==> config.mk <==
export PLATFORM = sky130hd
export DESIGN_NAME = icache_refill
export DESIGN_NICKNAME = d
export VERILOG_FILES = /design/src/icache_pkg.sv /design/src/icache_refill.sv
export SDC_FILE = /design/constraint.sdc
export NUM_CORES = 1
export LEC_CHECK = 0
export ABC_AREA = 1
export BUFFER_PORTS_ARGS = -buffer_cell sky130_fd_sc_hd__buf_2
export CAP_MARGIN = 20
export CORE_AREA = 2 2 93 95
export DETAILED_ROUTE_END_ITERATION = 10
export DIE_AREA = 0 0 95 97
export GPL_TIMING_DRIVEN = 0
export MAX_ROUTING_LAYER = met4
export SLEW_MARGIN = 20
export SYNTH_ARGS = -nofsm -noshare
export SYNTH_HDL_FRONTEND = slang
export SYNTH_SLANG_ARGS = --single-unit
==> constraint.sdc <==
create_clock -name clk_i -period 1.3 [get_ports clk_i]
set_input_delay 0.065 -clock clk_i [delete_from_list [all_inputs] [get_ports clk_i]]
set_output_delay 0.065 -clock clk_i [all_outputs]
set_load 0.02 [all_outputs]
==> src/icache_pkg.sv <==
// Instruction cache shared parameters, array and bus structs, fault causes
`default_nettype none

package icache_pkg;

  localparam int unsigned PhysAddrLen  = 32;
  localparam int unsigned WaysWidth    = 2;
  localparam int unsigned NumWays      = 2 ** WaysWidth;
  localparam int unsigned SetsWidth    = 6;
  localparam int unsigned NumSets      = 2 ** SetsWidth;
  localparam int unsigned LineWords    = 8;
  localparam int unsigned WordIdxWidth = 3;
  // Line offset is 6 bits, the rest above the set index is tag
  localparam int unsigned TagWidth     = PhysAddrLen - SetsWidth - 6;

  typedef struct packed {
    logic                valid;
    logic [TagWidth-1:0] tag;
  } tag_t;

  typedef logic [SetsWidth-1:0] set_idx_t;
  typedef logic [WaysWidth-1:0] way_idx_t;
  typedef logic [NumWays-1:0]   way_mask_t;

  typedef struct packed {
    logic                    en;
    set_idx_t                set;
    logic [WordIdxWidth-1:0] word;
  } array_rd_t;

  typedef struct packed {
    way_mask_t               ways;
    set_idx_t                set;
    logic [WordIdxWidth-1:0] word;
    logic                    tag_en;
    logic                    data_en;
    tag_t                    tag;
    logic [63:0]             data;
  } array_wr_t;

  typedef enum logic [3:0] {
    ExcCauseNone             = 4'd0,
    ExcCauseInstrAccessFault = 4'd1
  } fault_cause_e;

  typedef struct packed {
    logic        valid;
    logic        flush;
    logic [63:0] pc;
  } fetch_req_t;

  typedef struct packed {
    logic         valid;
    logic         fault;
    logic [31:0]  instr;
    fault_cause_e cause;
    logic [63:0]  tval;
  } fetch_resp_t;

  // Wishbone classic, master to slave and back
  typedef struct packed {
    logic        cyc;
    logic        stb;
    logic        we;
    logic [31:0] adr;
    logic [7:0]  sel;
  } wb_m2s_t;

  typedef struct packed {
    logic        ack;
    logic        err;
    logic [63:0] dat;
  } wb_s2m_t;

endpackage

`default_nettype wire

==> src/icache_refill.sv <==
// Line refill unit that reads eight words over Wishbone and writes them into one way
`timescale 1ns/1ps
`default_nettype none

module icache_refill import icache_pkg::*; (
  input  logic                   clk_i,
  input  logic                   rst_ni,

  input  logic                   start_i,
  input  logic [PhysAddrLen-7:0] line_addr_i,
  input  way_idx_t               way_i,

  output wb_m2s_t                wb_o,
  input  wb_s2m_t                wb_i,

  output array_wr_t              wr_o,
  output logic                   done_o,
  output logic                   err_o
);

  logic                    busy_q;
  logic [WordIdxWidth-1:0] word_q;
  logic [PhysAddrLen-7:0]  line_q;
  way_idx_t                way_q;
  logic                    last_beat;

  assign last_beat = &word_q;

  always_ff @(posedge clk_i or negedge rst_ni) begin
    if (!rst_ni) begin
      busy_q <= 1'b0;
      word_q <= '0;
    end else if (start_i) begin
      busy_q <= 1'b1;
      word_q <= '0;
    end else if (busy_q) begin
      if (wb_i.err || (wb_i.ack && last_beat)) begin
        busy_q <= 1'b0;
      end
      if (wb_i.ack) begin
        word_q <= word_q + 1'b1;
      end
    end
  end

  // Line and way held for the whole burst
  always_ff @(posedge clk_i) begin
    if (start_i) begin
      line_q <= line_addr_i;
      way_q  <= way_i;
    end
  end

  // Bus master holds cyc across all beats of the line
  assign wb_o.cyc = busy_q;
  assign wb_o.stb = busy_q;
  assign wb_o.we  = 1'b0;
  assign wb_o.adr = {line_q, word_q, 3'b000};
  assign wb_o.sel = '1;

  // One array write per acked word
  assign wr_o.ways      = way_mask_t'(1) << way_q;
  assign wr_o.set       = line_q[SetsWidth-1:0];
  assign wr_o.word      = word_q;
  assign wr_o.data_en   = busy_q && wb_i.ack;
  assign wr_o.data      = wb_i.dat;
  // Old line dropped with the first word and new tag made valid with the last
  assign wr_o.tag_en    = busy_q && wb_i.ack && (word_q == '0 || last_beat);
  assign wr_o.tag.valid = last_beat;
  assign wr_o.tag.tag   = line_q[PhysAddrLen-7:SetsWidth];

  assign done_o = busy_q && (wb_i.err || (wb_i.ack && last_beat));
  assign err_o  = busy_q && wb_i.err;

  // A new line is only started while the bus is idle
  assert property (@(posedge clk_i) disable iff (!rst_ni)
    start_i |-> !busy_q);

  // A beat keeps its address until the slave answers
  assert property (@(posedge clk_i) disable iff (!rst_ni)
    wb_o.stb && !wb_i.ack && !wb_i.err |=> wb_o.stb && $stable(wb_o.adr));

endmodule

`default_nettype wire

==> out/results.tsv <==
metric	value	unit
Leakage	1.88	nW
Hold Fails Final Rpt	0	
Avg Vias per Cell	3.58	
final core utilization	42.6	%
CP Max Fanout	2	
status	finished, violations left	
sequential share of the synthesized area	47.9	%
Routed WL per cell	10.6	um
hold_ws	0.0735	ns
critical path class	reg -> out	
Clock Sink Count	32	
Worst R2R Setup Slack	0.17	ns
Post-Syn Area	1970	um2
violated checks	negative setup slack	
gpl congestion	0.642	
FF-to-FF Start	word_q[1]	
Final Instance Count excl. Fillers	507	
Setup crit start kind	flip-flop	
Slew Limit Fails	0	
remaining antenna violation count	0	
Avg Inst Size Synth	10.7	um2
# rows	33	
H-Tree Depth	2	
DRC violations left	0	
Diodes inserted	0	
CTS buffer count	5	
crit end category	output pin	
placed insts	464	
I/O pin cnt	242	
WP data arrival	1.29	ns
RSZ-0062 raised after global routing	yes	
Die Ht	97	um
Starting Density	24.2	%
worst slew pin tran	0.746	ns
Clock Root Buffer	clkbuf_8	
Clk Latency, worst-skew pair	0.28	ns
Finished Cell Area	3470	um2
clock slew seen by the registers of the worst setup and hold paths	0.07	ns
Power per Cell Area	950	nW/um2
Core Area	8130	um2
first-pass GRT wire length	7800	um
DIE AREA	9220	um2
Worst R2R End	word_q[1]	
final critical-path required period	1.36	ns
TNS Setup	-0.182	ns
Hold WC Path Type	in -> reg	
share of cells above drive strength 1	74.6	%
Tot GR Track Use	11.1	%
worst r2r path cells	7	
crit path to	done_o	
HPWL reported at the end of detailed placement	4250	um
Worst EP required	1.24	ns
Worst IR Drop VDD	0.326	mV
Yosys cell types	13	
Max Cap Viol	0	
remaining global-route overflow	0	
Layout area overhead	76.4	%
maximum clock path buffer count	2	
leading area contributor after synthesis	edfxtp_1	
Post-Route WL	5370	um
largest net degree at the start of global routing	33	
post-synth top area share	42.8	%
warnings from Yosys	0	
TritonCTS clock tree	yes	
drt pass-1 iters	4	
Synth Instances	184	
Fmax	737	MHz
antenna violations before repair	0	
final period utilization	104	%
Worst slew margin	50.3	%
nets@finish	501	
vias in the first global route	1659	
post-route setup slack	-0.0572	ns
DRT iter0 DRCs	12	
Seq cells post-synth	32	
Layout Skew	0.00858	ns
Crit. Startpoint	word_q[1]	
die span in x	95	um
vias	1813	
PortBufs	165	
top area cells in the synthesized netlist	edfxtp_1 43%, buf_4 41%, dfrtp_1 5.1%	
placed cell area	2960	um2
final setup vio count	4	
layout make-up:
type	instances	area (um2)
clock inverter	1	3.75
fill	823	4670
inverter	12	47.5
buffer	108	815
clock buffer	7	76.3
timing repair buffer	200	1200
multi-input combinational	42	254
sequential	32	943
tap	105	131
cell usage after synthesis (all sizes together):
| cell type | number |
|---|---|
| conb | 2 |
| a21boi | 1 |
| dfrtp | 4 |
| inv | 12 |
| nand3 | 4 |
| nor2 | 8 |
| nand2 | 14 |
| ha | 3 |
| edfxtp | 28 |
| buf | 108 |
state kept, by name (all words and copies together), names as in the netlist:
| signal | flops |
|---|---|
| word_q | 3 |
| busy_q | 1 |
| way_q | 2 |
| line_q | 26 |
placed cells by master (no fill, tap or decap):
cell type      instances
clkbuf_8               5
inv_4                  1
clkbuf_1               2
nor2_1                 6
conb_1                12
clkinv_1               1
nor2_4                 1
edfxtp_1              28
nand2_1               10
nand3_1                4
nor2_2                 1
buf_6                  8
dlygate4sd3_1         29
inv_1                  8
dfrtp_2                2
buf_2                161
ha_4                   3
inv_2                  3
buf_4                110
a21boi_2               1
nand2_2                4
dfrtp_1                2
cell families after synthesis:
| group | share of synthesized area (%) |
|---|---|
| fa+ha+maj | 1.91 |
| simple gates | 5.73 |
| other cells | 0.382 |
| buf+inv | 43.5 |
| compound gates | 0.573 |
| flops | 47.9 |
worst max-delay path, cell delays in order, from the launching register on:
cell	delay (ns)
dfrtp_1	0.42
ha_4	0.18
ha_4	0.16
nand2_2	0.06
a21boi_2	0.05
buf_4	0.15
worst min-delay path by stage:
stage	from	end	slack [ns]	cells after the start
final	wb_i[64]	busy_q	0.07	4
after global routing	wb_i[64]	busy_q	0.09	4
after CTS	wb_i[64]	busy_q	0.06	4
after detailed placement	rst_ni	word_q[1]	-0.12	1
after global placement	rst_ni	word_q[1]	-0.12	1
after floorplan	rst_ni	busy_q	-0.23	0
per-stage QoR:
step | worst slack (ns) | power [W]
final | -0.0572 | 0.00329
after global routing | -0.119 | 0.00352
after CTS | -0.0907 | 0.00328
after detailed placement | 0.0333 | 0.00241
after global placement | 0.0519 | 0.00240
after floorplan | 0.0379 | 0.00205
layer usage:
metal	part of all wire (%)	global-route usage, %	up-vias
li1	-	-	888
met1	31	10.7	810
met2	59	21.2	110
met3	9.6	3.19	5
met4	0.93	2.79	0
met5	0	-	-
where the power goes:
part           leakage, nW  internal, W  switching, W
clock network       0.0399     0.000373      0.000355
logic                 1.52     0.000622      0.000667
registers            0.322      0.00122     0.0000611
what timing repair did:
item	in CTS	in global routing
pin swaps	4	3
resized for setup	10	16
endpoints found under the setup margin	3	3
endpoints found under the hold margin	32	0
setup buffers	2	4
hold buffers	29	0
Power figures use the tool's default switching activity.
