`config.mk`:
```
export PLATFORM = sky130hd
export DESIGN_NAME = icache_flush
export DESIGN_NICKNAME = d
export VERILOG_FILES = /design/src/icache_pkg.sv /design/src/icache_flush.sv
export SDC_FILE = /design/constraint.sdc
export NUM_CORES = 1
export LEC_CHECK = 0
export BUFFER_PORTS_ARGS = -buffer_cell sky130_fd_sc_hd__buf_2
export CAP_MARGIN = 15
export CORE_MARGIN = 10
export CORE_UTILIZATION = 33
export DETAILED_ROUTE_END_ITERATION = 6
export HOLD_SLACK_MARGIN = 0.02
export PLACE_DENSITY = 0.83
export SLEW_MARGIN = 20
export SYNTH_ARGS = -nofsm -noshare
export SYNTH_HDL_FRONTEND = slang
export SYNTH_SLANG_ARGS = --single-unit
```
`constraint.sdc`:
```
create_clock -name clk_i -period 1.15 [get_ports clk_i]
set_input_delay 0.23 -clock clk_i [delete_from_list [all_inputs] [get_ports clk_i]]
set_output_delay 0.23 -clock clk_i [all_outputs]
set_load 0.01 [all_outputs]
```
`src/icache_pkg.sv`:
```
// Instruction cache shared parameters, array and bus structs, fault causes
`default_nettype none

package icache_pkg;

  localparam int unsigned PhysAddrLen  = 32;
  localparam int unsigned WaysWidth    = 2;
  localparam int unsigned NumWays      = 2 ** WaysWidth;
  localparam int unsigned SetsWidth    = 6;
  localparam int unsigned NumSets      = 2 ** SetsWidth;
  localparam int unsigned LineWords    = 8;
  localparam int unsigned WordIdxWidth = 3;
  // Line offset is 6 bits, the rest above the set index is tag
  localparam int unsigned TagWidth     = PhysAddrLen - SetsWidth - 6;

  typedef struct packed {
    logic                valid;
    logic [TagWidth-1:0] tag;
  } tag_t;

  typedef logic [SetsWidth-1:0] set_idx_t;
  typedef logic [WaysWidth-1:0] way_idx_t;
  typedef logic [NumWays-1:0]   way_mask_t;

  typedef struct packed {
    logic                    en;
    set_idx_t                set;
    logic [WordIdxWidth-1:0] word;
  } array_rd_t;

  typedef struct packed {
    way_mask_t               ways;
    set_idx_t                set;
    logic [WordIdxWidth-1:0] word;
    logic                    tag_en;
    logic                    data_en;
    tag_t                    tag;
    logic [63:0]             data;
  } array_wr_t;

  typedef enum logic [3:0] {
    ExcCauseNone             = 4'd0,
    ExcCauseInstrAccessFault = 4'd1
  } fault_cause_e;

  typedef struct packed {
    logic        valid;
    logic        flush;
    logic [63:0] pc;
  } fetch_req_t;

  typedef struct packed {
    logic         valid;
    logic         fault;
    logic [31:0]  instr;
    fault_cause_e cause;
    logic [63:0]  tval;
  } fetch_resp_t;

  // Wishbone classic, master to slave and back
  typedef struct packed {
    logic        cyc;
    logic        stb;
    logic        we;
    logic [31:0] adr;
    logic [7:0]  sel;
  } wb_m2s_t;

  typedef struct packed {
    logic        ack;
    logic        err;
    logic [63:0] dat;
  } wb_s2m_t;

endpackage

`default_nettype wire

```
`src/icache_flush.sv`:
```
// Invalidate-all sweep over every set and way, after reset and on request
`timescale 1ns/1ps
`default_nettype none

module icache_flush import icache_pkg::*; (
  input  logic      clk_i,
  input  logic      rst_ni,

  input  logic      start_i,
  output array_wr_t wr_o,
  output logic      done_o
);

  logic     active_q;
  set_idx_t idx_q;

  // Sweep starts straight out of reset
  always_ff @(posedge clk_i or negedge rst_ni) begin
    if (!rst_ni) begin
      active_q <= 1'b1;
      idx_q    <= '0;
      done_o   <= 1'b0;
    end else begin
      done_o <= active_q && (&idx_q);
      if (start_i) begin
        active_q <= 1'b1;
        idx_q    <= '0;
      end else if (active_q) begin
        idx_q <= idx_q + 1'b1;
        if (&idx_q) active_q <= 1'b0;
      end
    end
  end

  // All ways of one set per cycle, invalid tag
  assign wr_o.ways    = '1;
  assign wr_o.set     = idx_q;
  assign wr_o.word    = '0;
  assign wr_o.tag_en  = active_q;
  assign wr_o.data_en = 1'b0;
  assign wr_o.tag     = '0;
  assign wr_o.data    = '0;

endmodule

`default_nettype wire

```
==> results.md <==
Yosys:
- Of the synthesized area, sequential elements account for 18.83%.
- The area share of the largest cell type after synthesis is 65.96%.
- After synthesis the cells add up to 1070 µm².
- The commonest cells after synthesis are sky130_fd_sc_hd__buf_4, sky130_fd_sc_hd__dfrtp_1, sky130_fd_sc_hd__nor2_1.
- The post-synthesis area per instance is 8.293 µm².
- The number of standard cells after synthesis is between 100 and 150.
- After synthesis, the cell types taking the most area are sky130_fd_sc_hd__buf_4, sky130_fd_sc_hd__dfrtp_1, sky130_fd_sc_hd__dfstp_2.
- For this run, asynchronously set or reset flops after synthesis account for 100.0%.
- The cell accounting for the most synthesized area is sky130_fd_sc_hd__buf_4.
- Synthesis instantiated 19 different standard cells from the library.
- The total number of yosys warnings is 0.
- Yosys mapped a number of flops with a built-in enable equal to 0.
- The predominant post-synthesis flop cell is sky130_fd_sc_hd__dfrtp_1.
- Among all cell types in the netlist, the one instantiated most often is sky130_fd_sc_hd__buf_4.
- Synthesis inferred 8 register bits.

Clocking:
- The post-CTS clock slew at the launch and capture registers of the worst setup and hold paths is about 0.060 ns.
- The number of buffers created by CTS is 3.
- The clock root buffer is sky130_fd_sc_hd__clkbuf_4.
- The clock passes through at most 2 buffers.
- In this run the number of H-tree levels came out at 1.
- TritonCTS built the clock tree.
- For this design, the sink count on the clock tree is 8.
- The insertion delay to the later sink of the worst-skew pair is about 0.25 ns.

Status:
- The final reports fail on negative setup slack.
- The run finished, with violations left.

Hold path:
- The worst min-delay path category is in -> reg.
- The worst hold path was traced through 2 stages.
- The origin of the worst min-delay path is start_i.
- The worst hold path terminates at idx_q[4].

Cells and area:
- Of the cells placed in the final design, the portion with a size suffix greater than 1 is between 10% and 20%.
- Summing all multi-input logic gate instances after layout gives around 510 µm².
- The fill cell instance count of the final layout is 339.
- Registers take between 200 and 250 µm².
- The number of antenna diodes in the final layout is 0.
- The share of the core filled with cells is 31.54%.
- After the last flow step, the layout net total stands at 154.
- Relative to the synthesized area, the layout overhead comes to -9.240%.
- After routing the design area is 970.9 µm².

Global route:
- The number of global-route vias before repair is 657.
- The total congestion overflow after global routing is 0.
- The pin count of the biggest net entering global routing is 9.
- The initial antenna violation count is 0.
- The global-route usage over all layers is under 10%.
- The first global-routing pass estimated ~3.1 mm of wire.

Timing:
- The upper clock frequency limit is roughly 830 MHz.
- The minimum period implied by the final worst setup slack is roughly 1.2 ns.
- After layout, the worst setup slack is -0.05545 ns.
- In the finished design, the share of the clock period the worst path needs comes to 104.8%.
- Setup repair after global routing could not meet its margin everywhere.
- The largest clock skew in the final design is between 0.007 and 0.008 ns.
- The total count of hold-check failures in the final report came to 0.
- Setup violations remaining at the end of the flow were counted as 2.
- The final max-slew violation count is 0.

Placed design:
- At the end of routability-driven placement, the weighted congestion stood at around 0.8.
- Buffers placed on the I/O ports in this run total 10.
- After legalization and detailed placement, the total HPWL measured 1.862 mm.
- In this run the cell area measured after placement is 832.0 µm².

Route:
- The final routed DRC violation total is 0.
- The first-pass detailed-route iteration total is 4.
- After detailed routing, the average wire length per cell comes to approximately 11 µm.
- The average vias per placed instance is about 2.9.
- The wire length after detailed routing is 2.125 mm.
- The final route contains 553 vias.
- The count of nets left with antenna violations once routing finished came out at 0.
- The DRC violation total after the first TritonRoute iteration is 29.

Power and ir drop:
- After layout, the design draws a total of a little under 0.8 mW.
- The net switching fraction of the power is 38.66%.
- The analysis attributes to cell leakage a power of between 0.6 and 0.7 nW.
- Across the VDD grid, the largest voltage drop is 290.1 µV.
- Dividing total power by cell area gives a power density of approximately 790 nW/µm².
- The design internal power is 0.4719 mW.
- Summed over all nets, the switching power comes to just under 0.3 mW.
- The proportion of power drawn by combinational gates is 30.6%.
- Registers are responsible for between 30% and 40% of the overall power.
- The power share of the clock group is 29.9%.

Floorplanning:
- The die is between 70 and 80 µm wide.
- The top-level I/O count is ~100.
- The count of standard-cell rows is 20.
- The initial cell density of the core is about a third.
- The die extent in y is roughly 77 µm.
- The placeable core area is roughly 3000 µm².
- The floorplan step defined a die boundary enclosing 5919 µm².

Setup path:
- The category of the worst setup path launch point is a flip-flop.
- The category of the critical setup timing path is reg -> out.
- The worst register-to-register path has a depth of 3.
- Of all nets on the critical path, the largest fanout is 2.
- The category of the worst setup path capture point is a primary output.
- Data arrives at the worst endpoint at just under 1 ns.
- At the worst endpoint, the required time is approximately 0.92 ns.
- The startpoint identified for the worst register-to-register timing path is active_q.
- Across all register-to-register paths, the minimum setup slack is -0.05 ns.
- In this run the critical register-to-register path is captured at idx_q[5].

Run:
- The reported max-cap violation count is 0.
[layout make-up]
class                      instances  share of cell area, %
multi-input combinational        115                  52.32
timing repair buffer              21                  18.04
tap                               44                  5.670
clock buffer                       4                  2.706
inverter                           1                 0.3866
sequential                         8                  20.88
[how the worst max path moves through the flow]
stage / startpoint / endpoint / slack, ns
floorplan: active_q / idx_q[5] / -0.006
global placement: active_q / idx_q[5] / 0.05
detailed placement: active_q / idx_q[5] / 0.03
CTS: active_q / wr_o[86] / -0.05
global route: active_q / idx_q[5] / -0.11
finish: active_q / wr_o[86] / -0.06
[state kept, by name, summed over array words and instances (netlist names)]
signal and count:
active_q 1, idx_q 6, done_o 1
[through the flow]
stage / instances / TNS (ns) / setup slack [ns] / hold WS, ns
final: 193 / -0.1071 / -0.05545 / 0.2431
after global routing: 193 / -0.2515 / -0.1149 / 0.2474
after CTS: 190 / -0.09193 / -0.05052 / 0.2376
after detailed placement: 182 / 0 / 0.02899 / 0.07796
after global placement: 182 / 0 / 0.05036 / 0.07594
after floorplan: 220 / -0.006173 / -0.006173 / -0.06559
[power by group through the flow]
stage               Combinational (mW)  Clock, mW  Sequential, mW
floorplan                        0.388          0           0.310
global placement                 0.188          0           0.305
detailed placement               0.190          0           0.305
CTS                              0.200      0.237           0.299
global route                     0.264      0.260           0.305
finish                           0.236      0.230           0.304
[cell families after synthesis]
| family | Yosys count | synth area share [%] |
|---|---|---|
| DFF | 8 | 18.83 |
| other | 2 | 0.7020 |
| xor gates and xnor gates | 4 | 3.275 |
| buffers and inverters | 97 | 67.13 |
| AOI/OAI and AO/OA | 1 | 0.7020 |
| and+or+nand+nor | 14 | 6.199 |
| adders and majority gates | 1 | 1.169 |
| muxes | 2 | 1.988 |
[routing by layer]
metal | routed length (µm) | track usage [%]
met2 | 1065 | 10.46
met4 | 62 | 5.576
met3 | 270 | 2.331
met5 | 0 | 0
met1 | 727 | 6.023
[cell usage in the layout, fill, tap and decap left out]
cell	netlist	final
sky130_fd_sc_hd__mux2i_1	1	1
sky130_fd_sc_hd__clkbuf_4	0	3
sky130_fd_sc_hd__nor2_1	7	7
sky130_fd_sc_hd__xor2_1	3	3
sky130_fd_sc_hd__buf_4	94	6
sky130_fd_sc_hd__dfrtp_2	0	1
sky130_fd_sc_hd__ha_4	0	1
sky130_fd_sc_hd__inv_1	1	1
sky130_fd_sc_hd__conb_1	2	93
sky130_fd_sc_hd__buf_6	0	8
sky130_fd_sc_hd__a21o_1	1	1
sky130_fd_sc_hd__buf_2	1	6
sky130_fd_sc_hd__dlygate4sd3_1	0	1
sky130_fd_sc_hd__nand2_1	1	1
sky130_fd_sc_hd__mux2_4	0	1
sky130_fd_sc_hd__dfrtp_1	7	6
sky130_fd_sc_hd__dfstp_2	1	1
sky130_fd_sc_hd__nand3_1	1	1
sky130_fd_sc_hd__clkbuf_1	0	1
sky130_fd_sc_hd__and3_1	1	1
sky130_fd_sc_hd__nand4_1	3	3
sky130_fd_sc_hd__nor2b_1	1	1
sky130_fd_sc_hd__xnor2_1	1	1
[critical path, stage by stage (launching register included)]
cell	delay, ns
sky130_fd_sc_hd__dfstp_2	0.54
sky130_fd_sc_hd__buf_6	0.10
sky130_fd_sc_hd__buf_6	0.09
[repair_timing]
action	4_1_cts	5_1_grt
gates resized for setup	3	10
gates cloned	0	0
pin swaps	0	2
hold endpoints to repair	7	0
hold buffers	1	0
setup buffers	3	3
endpoints found under the setup margin	2	7
Note: power is estimated with default switching activity, not from simulation.
