`config.mk`:
```
export PLATFORM = sky130hd
export DESIGN_NAME = icache_ctrl
export DESIGN_NICKNAME = d
export VERILOG_FILES = /design/src/icache_pkg.sv /design/src/icache_ctrl.sv
export SDC_FILE = /design/constraint.sdc
export NUM_CORES = 1
export LEC_CHECK = 0
export ABC_CLOCK_PERIOD_IN_PS = 4600
export BUFFER_PORTS_ARGS = -buffer_cell sky130_fd_sc_hd__buf_2
export CORE_AREA = 2 2 216 218
export DETAILED_ROUTE_END_ITERATION = 10
export DIE_AREA = 0 0 218 220
export PLACE_DENSITY = 0.44
export SETUP_SLACK_MARGIN = 0.4
export SYNTH_ARGS = -nofsm -noshare
export SYNTH_HDL_FRONTEND = slang
export SYNTH_SLANG_ARGS = --single-unit
```
`constraint.sdc`:
```
create_clock -name clk_i -period 4.6 [get_ports clk_i]
set_input_delay 0.23 -clock clk_i [delete_from_list [all_inputs] [get_ports clk_i]]
set_output_delay 0.23 -clock clk_i [all_outputs]
set_load 0.005 [all_outputs]
```
`src/icache_pkg.sv`:
```
// Instruction cache shared parameters, array and bus structs, fault causes
`default_nettype none

package icache_pkg;

  localparam int unsigned PhysAddrLen  = 32;
  localparam int unsigned WaysWidth    = 2;
  localparam int unsigned NumWays      = 2 ** WaysWidth;
  localparam int unsigned SetsWidth    = 6;
  localparam int unsigned NumSets      = 2 ** SetsWidth;
  localparam int unsigned LineWords    = 8;
  localparam int unsigned WordIdxWidth = 3;
  // Line offset is 6 bits, the rest above the set index is tag
  localparam int unsigned TagWidth     = PhysAddrLen - SetsWidth - 6;

  typedef struct packed {
    logic                valid;
    logic [TagWidth-1:0] tag;
  } tag_t;

  typedef logic [SetsWidth-1:0] set_idx_t;
  typedef logic [WaysWidth-1:0] way_idx_t;
  typedef logic [NumWays-1:0]   way_mask_t;

  typedef struct packed {
    logic                    en;
    set_idx_t                set;
    logic [WordIdxWidth-1:0] word;
  } array_rd_t;

  typedef struct packed {
    way_mask_t               ways;
    set_idx_t                set;
    logic [WordIdxWidth-1:0] word;
    logic                    tag_en;
    logic                    data_en;
    tag_t                    tag;
    logic [63:0]             data;
  } array_wr_t;

  typedef enum logic [3:0] {
    ExcCauseNone             = 4'd0,
    ExcCauseInstrAccessFault = 4'd1
  } fault_cause_e;

  typedef struct packed {
    logic        valid;
    logic        flush;
    logic [63:0] pc;
  } fetch_req_t;

  typedef struct packed {
    logic         valid;
    logic         fault;
    logic [31:0]  instr;
    fault_cause_e cause;
    logic [63:0]  tval;
  } fetch_resp_t;

  // Wishbone classic, master to slave and back
  typedef struct packed {
    logic        cyc;
    logic        stb;
    logic        we;
    logic [31:0] adr;
    logic [7:0]  sel;
  } wb_m2s_t;

  typedef struct packed {
    logic        ack;
    logic        err;
    logic [63:0] dat;
  } wb_s2m_t;

endpackage

`default_nettype wire

```
`src/icache_ctrl.sv`:
```
// Fetch controller with hit detection, victim choice, refill and flush sequencing
`timescale 1ns/1ps
`default_nettype none

module icache_ctrl import icache_pkg::*; (
  input  logic                       clk_i,
  input  logic                       rst_ni,

  input  fetch_req_t                 req_i,
  output logic                       req_ready_o,
  output fetch_resp_t                resp_o,

  output array_rd_t                  rd_o,
  input  tag_t [NumWays-1:0]         tags_i,
  input  logic [NumWays-1:0][63:0]   data_i,

  output logic                       refill_start_o,
  output logic [PhysAddrLen-7:0]     refill_line_o,
  output way_idx_t                   refill_way_o,
  input  logic                       refill_done_i,
  input  logic                       refill_err_i,

  output logic                       flush_start_o,
  input  logic                       flush_done_i
);

  typedef enum logic [2:0] {
    StateInit, StateIdle, StateLookup, StateFill, StateFlush
  } state_e;

  state_e       state_q, state_d;
  logic [63:0]  pc_q;
  logic [63:0]  rd_pc;
  logic         rd_en;
  logic         rd_from_req;
  way_idx_t     victim_q;
  way_mask_t    hit;
  way_idx_t     sel_way;
  logic [63:0]  sel_data;
  fetch_resp_t  resp_d;

  ////////////////////////////////////////////////////////////////////////////
  // Hit detection and way choice
  ////////////////////////////////////////////////////////////////////////////

  always_comb begin
    hit     = '0;
    sel_way = victim_q;
    for (int w = 0; w < NumWays; w++) begin
      hit[w] = tags_i[w].valid && (tags_i[w].tag == pc_q[PhysAddrLen-1 -: TagWidth]);
    end
    // Lowest invalid way beats the round-robin victim
    for (int w = NumWays - 1; w >= 0; w--) begin
      if (!tags_i[w].valid) sel_way = way_idx_t'(w);
    end
    for (int w = NumWays - 1; w >= 0; w--) begin
      if (hit[w]) sel_way = way_idx_t'(w);
    end
  end

  assign sel_data = data_i[sel_way];

  ////////////////////////////////////////////////////////////////////////////
  // Fetch FSM
  ////////////////////////////////////////////////////////////////////////////

  always_comb begin
    state_d        = state_q;
    rd_en          = 1'b0;
    rd_from_req    = 1'b0;
    refill_start_o = 1'b0;
    flush_start_o  = 1'b0;
    resp_d         = '0;
    resp_d.cause   = ExcCauseNone;
    unique case (state_q)
      // Wait for the sweep that runs out of reset
      StateInit: if (flush_done_i) state_d = StateIdle;
      StateIdle: begin
        if (req_i.valid) begin
          if (|req_i.pc[63:PhysAddrLen]) begin
            resp_d.valid = 1'b1;
            resp_d.fault = 1'b1;
            resp_d.cause = ExcCauseInstrAccessFault;
            resp_d.tval  = req_i.pc;
          end else if (req_i.flush) begin
            flush_start_o = 1'b1;
            state_d       = StateFlush;
          end else begin
            rd_en       = 1'b1;
            rd_from_req = 1'b1;
            state_d     = StateLookup;
          end
        end
      end
      StateLookup: begin
        if (|hit) begin
          resp_d.valid = 1'b1;
          resp_d.instr = pc_q[2] ? sel_data[63:32] : sel_data[31:0];
          state_d      = StateIdle;
        end else begin
          refill_start_o = 1'b1;
          state_d        = StateFill;
        end
      end
      StateFill: begin
        if (refill_done_i && refill_err_i) begin
          resp_d.valid = 1'b1;
          resp_d.fault = 1'b1;
          resp_d.cause = ExcCauseInstrAccessFault;
          resp_d.tval  = pc_q;
          state_d      = StateIdle;
        end else if (refill_done_i) begin
          rd_en   = 1'b1;
          state_d = StateLookup;
        end
      end
      // Replay once the requested sweep ends
      StateFlush: begin
        if (flush_done_i) begin
          rd_en   = 1'b1;
          state_d = StateLookup;
        end
      end
      default: state_d = StateIdle;
    endcase
  end

  always_ff @(posedge clk_i or negedge rst_ni) begin
    if (!rst_ni) begin
      state_q  <= StateInit;
      victim_q <= '0;
      resp_o   <= '0;
    end else begin
      state_q <= state_d;
      resp_o  <= resp_d;
      if (refill_start_o) victim_q <= victim_q + 1'b1;
    end
  end

  always_ff @(posedge clk_i) begin
    if (state_q == StateIdle && req_i.valid) pc_q <= req_i.pc;
  end

  assign req_ready_o = (state_q == StateIdle);

  assign rd_pc       = rd_from_req ? req_i.pc : pc_q;
  assign rd_o.en     = rd_en;
  assign rd_o.set    = rd_pc[6 +: SetsWidth];
  assign rd_o.word   = rd_pc[3 +: WordIdxWidth];

  assign refill_line_o = pc_q[PhysAddrLen-1:6];
  assign refill_way_o  = sel_way;

  // The replay after a good refill must find the new line
  assert property (@(posedge clk_i) disable iff (!rst_ni)
    state_q == StateFill && refill_done_i && !refill_err_i |=> |hit);

endmodule

`default_nettype wire

```
==> tab_implementation.tex, run 1 <==
\begin{tabular}{lr}
\hline
Metric & Value \\
\hline
\multicolumn{2}{l}{\textbf{Setup path}} \\
Kind of end point of the critical path & primary output \\
Worst Path Class, Setup & in2out \\
Worst endpoint data arrival time & between 3 and 4 ns \\
Data required, critical path & $\sim$4.4 ns \\
Largest fanout on the critical path & 9 \\
Startpoint class of the critical path & input port \\
Critical Path Max Stage Delay & roughly 0.76 ns \\
Crit-path cells & dlygate4sd3\_1 > buf\_2 > nor4\_1 > nand4\_1 > nor2\_1 > nand2\_1 > nor2\_1 > mux2\_2 > buf\_2 \\
Slowest-stage cell, CP & sky130\_fd\_sc\_hd\_\_nor2\_1 \\
\multicolumn{2}{l}{\textbf{Floorplan}} \\
Total Die Area & between 0.04 and 0.05 mm² \\
I/O pin count & approximately 550 \\
Number of core rows & between 70 and 80 \\
Placeable core area & 0.04586 mm² \\
Chip width & roughly 220 µm \\
Die outline height & 220 µm \\
Initial cell density of the core & 0.2015 \\
\multicolumn{2}{l}{\textbf{Synthesis}} \\
Prevailing post-synth register cell & sky130\_fd\_sc\_hd\_\_dfrtp\_1 \\
Warnings from Yosys & 0 \\
Compound-cell area share of the yosys netlist & 0.2151 \\
Area share of fa/ha/maj cells after synthesis & 0 \\
XOR/XNOR share of the synthesized area & 0.08259 \\
Area share of and/or/nand/nor cells after synthesis & 0.09789 \\
Yosys top cell area share & 0.2789 \\
Post-Synthesis Cells & 750 \\
Average cell area after synthesis & roughly 12 µm² \\
Post-synthesis cell type with the largest combined area & sky130\_fd\_sc\_hd\_\_dfrtp\_1 \\
Mux share of post-synthesis cell area & 0.04454 \\
Combined area of all synthesized cells & roughly 0.009 mm² \\
Dominant combinational cell family by area after synthesis & compound AO/OA/AOI/OAI gates \\
Fraction of the yosys area taken by sequential cells & 0.4869 \\
Post-synth cell types & 63 \\
Flops \& latches, synth & $\sim$170 \\
Synth async-reset ratio & 0.6168 \\
Post-synth EDFFs & 64 \\
Synth area leaders & sky130\_fd\_sc\_hd\_\_dfrtp\_1 (28\%), sky130\_fd\_sc\_hd\_\_edfxtp\_1 (21\%), sky130\_fd\_sc\_hd\_\_a22o\_1 (6.3\%), sky130\_fd\_sc\_hd\_\_a221oi\_2 (6.0\%), sky130\_fd\_sc\_hd\_\_xnor2\_1 (4.9\%) \\
\multicolumn{2}{l}{\textbf{Timing}} \\
Post-layout min period & about 3.7 ns \\
Transition time at the pin with the least slew margin & 1.242 ns \\
Largest clock skew in the final design & between 0.015 and 0.02 ns \\
Slew Limit Headroom & 0.1719 \\
Setup repair after global routing missed its margin & false \\
Peak clock frequency supported by timing & roughly 0.27 GHz \\
Part of the cycle the worst path needs & 0.8051 \\
Setup-violating endpoint count in the final report & 0 \\
Hold Vio Cnt, Final & 0 \\
Setup TNS after final layout & 0 ns \\
Fin. max-slew vios & 0 \\
\multicolumn{2}{l}{\textbf{Clock network}} \\
CTS Buf Count & 17 \\
H-Tree Level Count & 4 \\
Clock Root Buffer & sky130\_fd\_sc\_hd\_\_clkbuf\_16 \\
Number of resized instances in the post-cts repair step & 0 \\
Bufs on Longest Clock Path & 2 \\
TritonCTS clock tree & yes \\
Count of clock tree sinks & $\sim$170 \\
Clock-pin slew on the worst setup and hold paths & $\sim$0.07 ns \\
Latest clock arrival within the worst-skew pair & a little under 0.5 ns \\
\multicolumn{2}{l}{\textbf{GRT}} \\
Via count of the first global-routing pass & $\sim$9,000 \\
Total gr overflow & 0 \\
Maximum number of pins on one net before global-route repair & between 50 and 60 \\
Total routing usage reported by global routing & 0.1830 \\
Wire length of the first global-routing pass & between 60 and 70 mm \\
Antenna violations before repair & 10 \\
\multicolumn{2}{l}{\textbf{Placed design}} \\
Number of buffer cells added on primary ports & between 500 and 600 \\
Final HPWL DP & roughly 35 mm \\
Final Wtd Congestion & 0.9153 \\
\multicolumn{2}{l}{\textbf{Power}} \\
Cell leakage power & about 6.2 nW \\
Peak VDD IR & 241.2 µV \\
Total power after layout & between 0.003 and 0.004 W \\
Power density over the cells & 281.5 mW/mm² \\
\multicolumn{2}{l}{\textbf{Route}} \\
Post-route DRC violation count & 0 \\
Via total after detailed routing & between 8,000 and 9,000 \\
Number of nets still failing antenna checks after routing & 0 \\
Iteration-0 DRC count of the detailed router & a little under 700 \\
DR WL/cell & about 24 µm \\
Via density per instance & between 4 and 5 \\
Routed wire length & approximately 46 mm \\
First drt pass iteration count & 6 \\
\multicolumn{2}{l}{\textbf{Layout}} \\
Share of post-route cells with drive strength above 1 & 0.5149 \\
Layout overhead on the synthesized area & 46.87\% \\
Number of nets in the layout & 1,709 \\
End-of-flow core utilization & 0.2959 \\
\multicolumn{2}{l}{\textbf{Flow run}} \\
Count of max-cap constraint violations & 0 \\
\multicolumn{2}{l}{\textbf{Outcome}} \\
Run status & finished, final reports clean \\
\multicolumn{2}{l}{\textbf{Hold path}} \\
Kind of path behind the tightest hold check & in2reg \\
\hline
\end{tabular}
## placed cells by master (no fill, tap or decap), types with 4 or more instances in the layout
cell type / instances
sky130_fd_sc_hd__nand2_1: 13
sky130_fd_sc_hd__diode_2: 7
sky130_fd_sc_hd__dlygate4sd3_1: 66
sky130_fd_sc_hd__xnor2_1: 52
sky130_fd_sc_hd__nand4_1: 22
sky130_fd_sc_hd__a221oi_2: 37
sky130_fd_sc_hd__dfrtp_1: 103
sky130_fd_sc_hd__buf_4: 13
sky130_fd_sc_hd__inv_8: 4
sky130_fd_sc_hd__buf_2: 549
sky130_fd_sc_hd__xor2_1: 24
sky130_fd_sc_hd__edfxtp_1: 64
sky130_fd_sc_hd__mux2_2: 9
sky130_fd_sc_hd__nand3_1: 7
sky130_fd_sc_hd__a221oi_1: 23
sky130_fd_sc_hd__xnor2_2: 6
sky130_fd_sc_hd__nor4_1: 18
sky130_fd_sc_hd__o21ai_1: 5
sky130_fd_sc_hd__inv_1: 4
sky130_fd_sc_hd__nor2_1: 9
sky130_fd_sc_hd__and3_1: 31
sky130_fd_sc_hd__a222oi_1: 29
sky130_fd_sc_hd__a22o_1: 66
sky130_fd_sc_hd__o21ai_0: 29
sky130_fd_sc_hd__clkbuf_16: 17
sky130_fd_sc_hd__mux2i_1: 31
sky130_fd_sc_hd__clkinv_8: 5
## final timing paths
path | start | end | slack, ns | depth (start not counted)
min in group asynchronous | rst_ni | resp_o[45] | 0.25 | 2
max in group asynchronous | rst_ni | resp_o[99] | 3.28 | 3
hold / removal | data_i[190] | resp_o[98] | 0.09 | 3
hold reg to reg | pc_q[58] | resp_o[58] | 0.45 | 1
setup / recovery | req_i[56] | rd_o[8] | 0.90 | 9
setup reg to reg | pc_q[24] | resp_o[71] | 1.05 | 8
## report_power, final
| part | switching [W] | internal, W |
|---|---|---|
| logic | 0.000319 | 0.000309 |
| registers | 0.0000442 | 0.00161 |
| clock network | 0.000792 | 0.000744 |
| total | 0.00116 | 0.00267 |
## worst max-delay path, delay by kind of cell
family                 cells  cell delay, ns
buffers and inverters      3            0.80
AND/OR/NAND/NOR            5            1.98
multiplexers               1            0.44
## sequential cells by signal (all words and copies together) (netlist names)
register / count
pc_q: 64
state_q: 3
victim_q: 2
resp_o: 98
## synthesized netlist by cell type, types with 4 or more instances
cell                         n
sky130_fd_sc_hd__dfrtp_1   103
sky130_fd_sc_hd__buf_4      38
sky130_fd_sc_hd__buf_2      25
sky130_fd_sc_hd__buf_1       8
sky130_fd_sc_hd__and3_1     31
sky130_fd_sc_hd__a22o_1     66
sky130_fd_sc_hd__a221oi_1   23
sky130_fd_sc_hd__o21ai_0    29
sky130_fd_sc_hd__xnor2_2     6
sky130_fd_sc_hd__nand4_1    22
sky130_fd_sc_hd__xnor2_1    52
sky130_fd_sc_hd__mux2_2      9
sky130_fd_sc_hd__xor2_1     24
sky130_fd_sc_hd__mux2i_1    31
sky130_fd_sc_hd__inv_1       4
sky130_fd_sc_hd__a222oi_1   29
sky130_fd_sc_hd__buf_6      12
sky130_fd_sc_hd__nor2_1     12
sky130_fd_sc_hd__nand2_1    13
sky130_fd_sc_hd__nor2b_1     5
sky130_fd_sc_hd__o21ai_1     5
sky130_fd_sc_hd__a221oi_2   37
sky130_fd_sc_hd__edfxtp_1   64
sky130_fd_sc_hd__nand3_1     7
sky130_fd_sc_hd__clkbuf_1   19
sky130_fd_sc_hd__nor4_1     18
## per-layer routing
layer / GRT usage / share of wire
met5: 0 / 0.00057
met4: 0.06939 / 0.025
met3: 0.05452 / 0.080
met2: 0.3153 / 0.50
met1: 0.2134 / 0.40
## layout make-up
class	instances	area [µm²]
antenna	7	17.52
fill	4799	32290
multi-input combinational	477	4114
tap	607	759.5
inverter	5	18.77
clock inverter	15	192.7
sequential	167	4499
clock buffer	17	425.4
timing repair buffer	630	3546
## kinds of logic (layout without fill, tap and decap cells)
logic type                Yosys count  count (layout)
xor gates and xnor gates           82              82
and+or+nand+nor                   141             141
DFF                               167             167
buffers and inverters             108             667
muxes                              40              40
AOI/OAI and AO/OA                 211             211
other                               1              10
## stage by stage
stage / hold WS, ns / setup slack, ns / cell area [µm²] / cells
floorplan: -0.06559 / 0.9414 / 9249 / 752
global placement: 0.2357 / 1.024 / 12280 / 1820
detailed placement: 0.2322 / 0.9348 / 12280 / 1820
CTS: 0.04973 / 0.8467 / 13560 / 1918
global route: 0.07728 / 0.7156 / 13570 / 1924
finish: 0.09433 / 0.8965 / 13570 / 1925
## repair_timing
item,in CTS,in global routing
hold buffers,66,0
endpoints found under the hold margin,156,0
setup buffers,0,0
endpoints found under the setup margin,0,0
No activity file was read; power rests on OpenSTA's default activity.
==> run 2: changes to the inputs <==
ABC_CLOCK_PERIOD_IN_PS = 3300   (was 4600)
CORE_AREA = 2 2 214 216   (was 2 2 216 218)
DIE_AREA = 0 0 216 218   (was 0 0 218 220)
PLACE_DENSITY = 0.46   (was 0.44)
clock period = 3.3 ns   (was 4.6 ns; I/O delays follow)
==> run 2 against run 1 <==
  * Sequential power increased by 38%
  * Flip-flop and latch count unchanged
  * Setup slack got worse by 0.49 ns
  * Global-route usage increased by 0.30 points
  * Via count increased by 6.5%
  * Die area decreased by 1.8%
  * Clock power increased by 43%
  * Power increased by 44%
  * Non-clock buffer count increased by 102
  * Design area increased by 11%
  * Critical path type is now reg2reg
  * Critical endpoint is now resp_o[98]
  * Highest routed layer unchanged
==> tab_implementation.tex, run 2 (same netlist as run 1, synthesis figures left out) <==
\begin{tabular}{lr}
\hline
Metric & Value \\
\hline
\multicolumn{2}{l}{\textbf{Floorplan}} \\
Chip width & 216 µm (-0.92\%) \\
I/O pin count & 554 (unchanged) \\
Die outline height & 218 µm (-0.91\%) \\
Number of core rows & 78 (-1.3\%) \\
Total Die Area & 0.04709 mm² (-1.8\%) \\
Initial cell density of the core & 0.2059 (+0.004358) \\
Placeable core area & 0.04489 mm² (-2.1\%) \\
\multicolumn{2}{l}{\textbf{GRT}} \\
Wire length of the first global-routing pass & 63.82 mm (+2.0\%) \\
Antenna violations before repair & 10 (unchanged) \\
Total gr overflow & 0 (unchanged) \\
Via count of the first global-routing pass & 9,754 (+7.9\%) \\
Total routing usage reported by global routing & 0.1859 (+0.002969) \\
Maximum number of pins on one net before global-route repair & 66 (+27\%) \\
\multicolumn{2}{l}{\textbf{Route}} \\
Via total after detailed routing & 9,505 (+6.5\%) \\
Post-route DRC violation count & 0 (unchanged) \\
Number of nets still failing antenna checks after routing & 0 (unchanged) \\
DR WL/cell & 23.51 µm (-0.99\%) \\
First drt pass iteration count & 8 (+2) \\
Via density per instance & 4.705 (+1.5\%) \\
Routed wire length & 47.49 mm (+3.9\%) \\
Iteration-0 DRC count of the detailed router & 608 (-9.9\%) \\
\multicolumn{2}{l}{\textbf{Power}} \\
Share of total power in sequential cells & 0.416 (-0.018) \\
Int Power & 0.003950 W (+48\%) \\
Net switching power figure & 0.001566 W (+36\%) \\
Cell leakage power & 6.958 nW (+12\%) \\
Clock share of power & 0.399 (-0.003) \\
Switching power as a share of total power & 0.2840 (-0.01835) \\
Part of the total power dissipated in combinational logic & 0.185 (+0.021) \\
Peak VDD IR & 416.5 µV (+73\%) \\
Power density over the cells & 367.4 mW/mm² (+31\%) \\
\multicolumn{2}{l}{\textbf{Outcome}} \\
Run status & finished, final reports clean \\
\multicolumn{2}{l}{\textbf{Layout}} \\
Number of standard cells in the final layout excluding fillers & 2,020 (+4.9\%) \\
Number of fillers in the final layout & 4,653 (-3.0\%) \\
Number of nets in the layout & 1,812 (+6.0\%) \\
Share of post-route cells with drive strength above 1 & 0.5707 (+0.05585) \\
Layout overhead on the synthesized area & 62.44\% \\
Leading cell type in the layout, fill and taps excluded & sky130\_fd\_sc\_hd\_\_buf\_2 \\
Top reg by flops & resp\_o \\
Top library cells by usage in the layout, fill and taps aside & sky130\_fd\_sc\_hd\_\_buf\_2 (548), sky130\_fd\_sc\_hd\_\_dfrtp\_1 (103), sky130\_fd\_sc\_hd\_\_dlygate4sd3\_1 (75) \\
Largest registers & resp\_o: 98 flops, pc\_q: 64 flops, state\_q: 3 flops \\
Number of flip-flops in the largest register & 98 (unchanged) \\
\multicolumn{2}{l}{\textbf{Timing}} \\
Largest clock skew in the final design & 0.01750 ns (-0.0001222 ns) \\
Hold Vio Cnt, Final & 0 (unchanged) \\
Worst hold-check slack & 0.04188 ns (-0.05245 ns) \\
Post-layout min period & 2.891 ns \\
Setup-violating endpoint count in the final report & 0 (unchanged) \\
Setup repair after global routing missed its margin & true \\
Setup TNS after final layout & 0 ns (unchanged) \\
Slew Limit Headroom & 0.3464 (+0.1745) \\
Transition time at the pin with the least slew margin & 0.9804 ns (-0.2618 ns) \\
Peak clock frequency supported by timing & $\sim$0.35 GHz \\
Fin. max-slew vios & 0 (unchanged) \\
Part of the cycle the worst path needs & 0.8761 \\
\multicolumn{2}{l}{\textbf{Clock network}} \\
Count of clock tree sinks & 167 (unchanged) \\
Clock Root Buffer & sky130\_fd\_sc\_hd\_\_clkbuf\_16 \\
H-Tree Level Count & 4 (unchanged) \\
TritonCTS clock tree & yes \\
Latest clock arrival within the worst-skew pair & 0.48 ns (about the same) \\
Clock-pin slew on the worst setup and hold paths & 0.08 ns (about the same) \\
Bufs on Longest Clock Path & 2 (unchanged) \\
CTS Buf Count & 17 (unchanged) \\
\multicolumn{2}{l}{\textbf{Placed design}} \\
Final HPWL DP & 34.08 mm (-3.6\%) \\
Final Wtd Congestion & 0.9320 (+1.8\%) \\
Placed cell count & 1,830 (+0.55\%) \\
Number of buffer cells added on primary ports & 550 (unchanged) \\
\multicolumn{2}{l}{\textbf{Setup path}} \\
Largest fanout on the critical path & 8 (-1) \\
Kind of end point of the critical path & flop \\
Crit-path cells & buf\_4 > xnor2\_2 > nand4\_1 > or4\_4 > nor3\_4 > nor4b\_4 > buf\_6 > buf\_12 > a222oi\_1 > a21boi\_2 > a211oi\_1 \\
Startpoint class of the critical path & flop \\
Critical Path Max Stage Delay & 0.57 ns (-0.19 ns) \\
Worst Path Class, Setup & reg2reg \\
Slowest-stage cell, CP & sky130\_fd\_sc\_hd\_\_or4\_4 \\
Data required, critical path & 3.65 ns (-0.72 ns) \\
Worst endpoint data arrival time & 3.24 ns (-0.23 ns) \\
\multicolumn{2}{l}{\textbf{Flow run}} \\
Count of max-cap constraint violations & 0 (unchanged) \\
\multicolumn{2}{l}{\textbf{Hold path}} \\
Kind of path behind the tightest hold check & in2reg \\
\hline
\end{tabular}
==> run 2: changes by cell type in the layout (fill, tap and decap cells not counted), moves of 5 or more <==
cell                            previous run  this run
sky130_fd_sc_hd__xnor2_2                   6        19
sky130_fd_sc_hd__xnor2_1                  52        34
sky130_fd_sc_hd__buf_4                    13        73
sky130_fd_sc_hd__buf_6                     0        19
sky130_fd_sc_hd__dlygate4sd3_1            66        75
sky130_fd_sc_hd__buf_12                    2        12
sky130_fd_sc_hd__xnor2_4                   0         5
==> run 2: repair_timing <==
item	CTS	global route
gates cloned	1	6
setup buffers	30	40
pin swaps	18	36
setup endpoints to repair	35	43
gates resized for setup	29	62
hold buffers	75	0
endpoints found under the hold margin	174	0
==> run 2: layout make-up <==
cell class | instances | area, µm² | area share
timing repair buffer | 732 | 4603 | 0.3066
multi-input combinational | 478 | 4502 | 0.2999
sequential | 167 | 4499 | 0.2997
tap | 600 | 750.7 | 0.05001
clock buffer | 19 | 442.9 | 0.02950
clock inverter | 13 | 175.2 | 0.01167
inverter | 5 | 23.77 | 0.001584
antenna | 6 | 15.01 | 0.001000
==> run 2: path summary, 6_finish.rpt <==
| check | start | end | slack [ns] | cells past startpoint |
|---|---|---|---|---|
| max | pc_q[18] | resp_o[98] | 0.41 | 11 |
| min | data_i[126] | resp_o[98] | 0.04 | 3 |
| max reg2reg | pc_q[18] | resp_o[98] | 0.41 | 11 |
| min reg2reg | pc_q[59] | resp_o[59] | 0.45 | 1 |
| max in group asynchronous | rst_ni | victim_q[1] | 2.18 | 3 |
| min in group asynchronous | rst_ni | resp_o[10] | 0.24 | 2 |
==> run 2: power by group through the flow <==
stage / clock, W / sequential [W] / combinational, W
2_1_floorplan: 0 / 0.00232 / 0.000367
3_3_place_gp: 0 / 0.00235 / 0.000835
3_5_place_dp: 0 / 0.00235 / 0.000828
4_1_cts: 0.00230 / 0.00230 / 0.000952
5_1_grt: 0.00235 / 0.00230 / 0.00109
6_report: 0.00220 / 0.00229 / 0.00102
==> run 2: worst max-delay path: cells and delay by family, from the launching register on <==
kind                      cells  cell delay, ns
AOI/OAI and AO/OA             3            0.61
xor gates and xnor gates      1            0.20
buffers and inverters         3            0.48
DFF                           1            0.49
and+or+nand+nor               4            0.98
==> run 2: metal layers <==
metal | vias to the layer above | wire (µm) | part of all wire | track usage
met5 | - | 12 | 0.00025 | 0
met4 | 2 | 1581 | 0.033 | 0.07877
met3 | 64 | 3399 | 0.072 | 0.05146
met2 | 474 | 23860 | 0.50 | 0.3194
met1 | 4715 | 18630 | 0.39 | 0.2177
li1 | 4250 | - | - | -
==> run 2: metrics by stage <==
step | utilization | power [W] | cell area (µm²) | setup slack (ns)
3_5_place_dp | 0.2778 | 0.003177 | 12470 | -0.09269
4_1_cts | 0.3173 | 0.005544 | 14240 | 0.2753
6_report | 0.3344 | 0.005516 | 15010 | 0.4089
3_3_place_gp | 0.2778 | 0.003180 | 12470 | -0.06319
5_1_grt | 0.3344 | 0.005752 | 15010 | 0.2161
2_1_floorplan | - | 0.002688 | 9250 | 0.4580
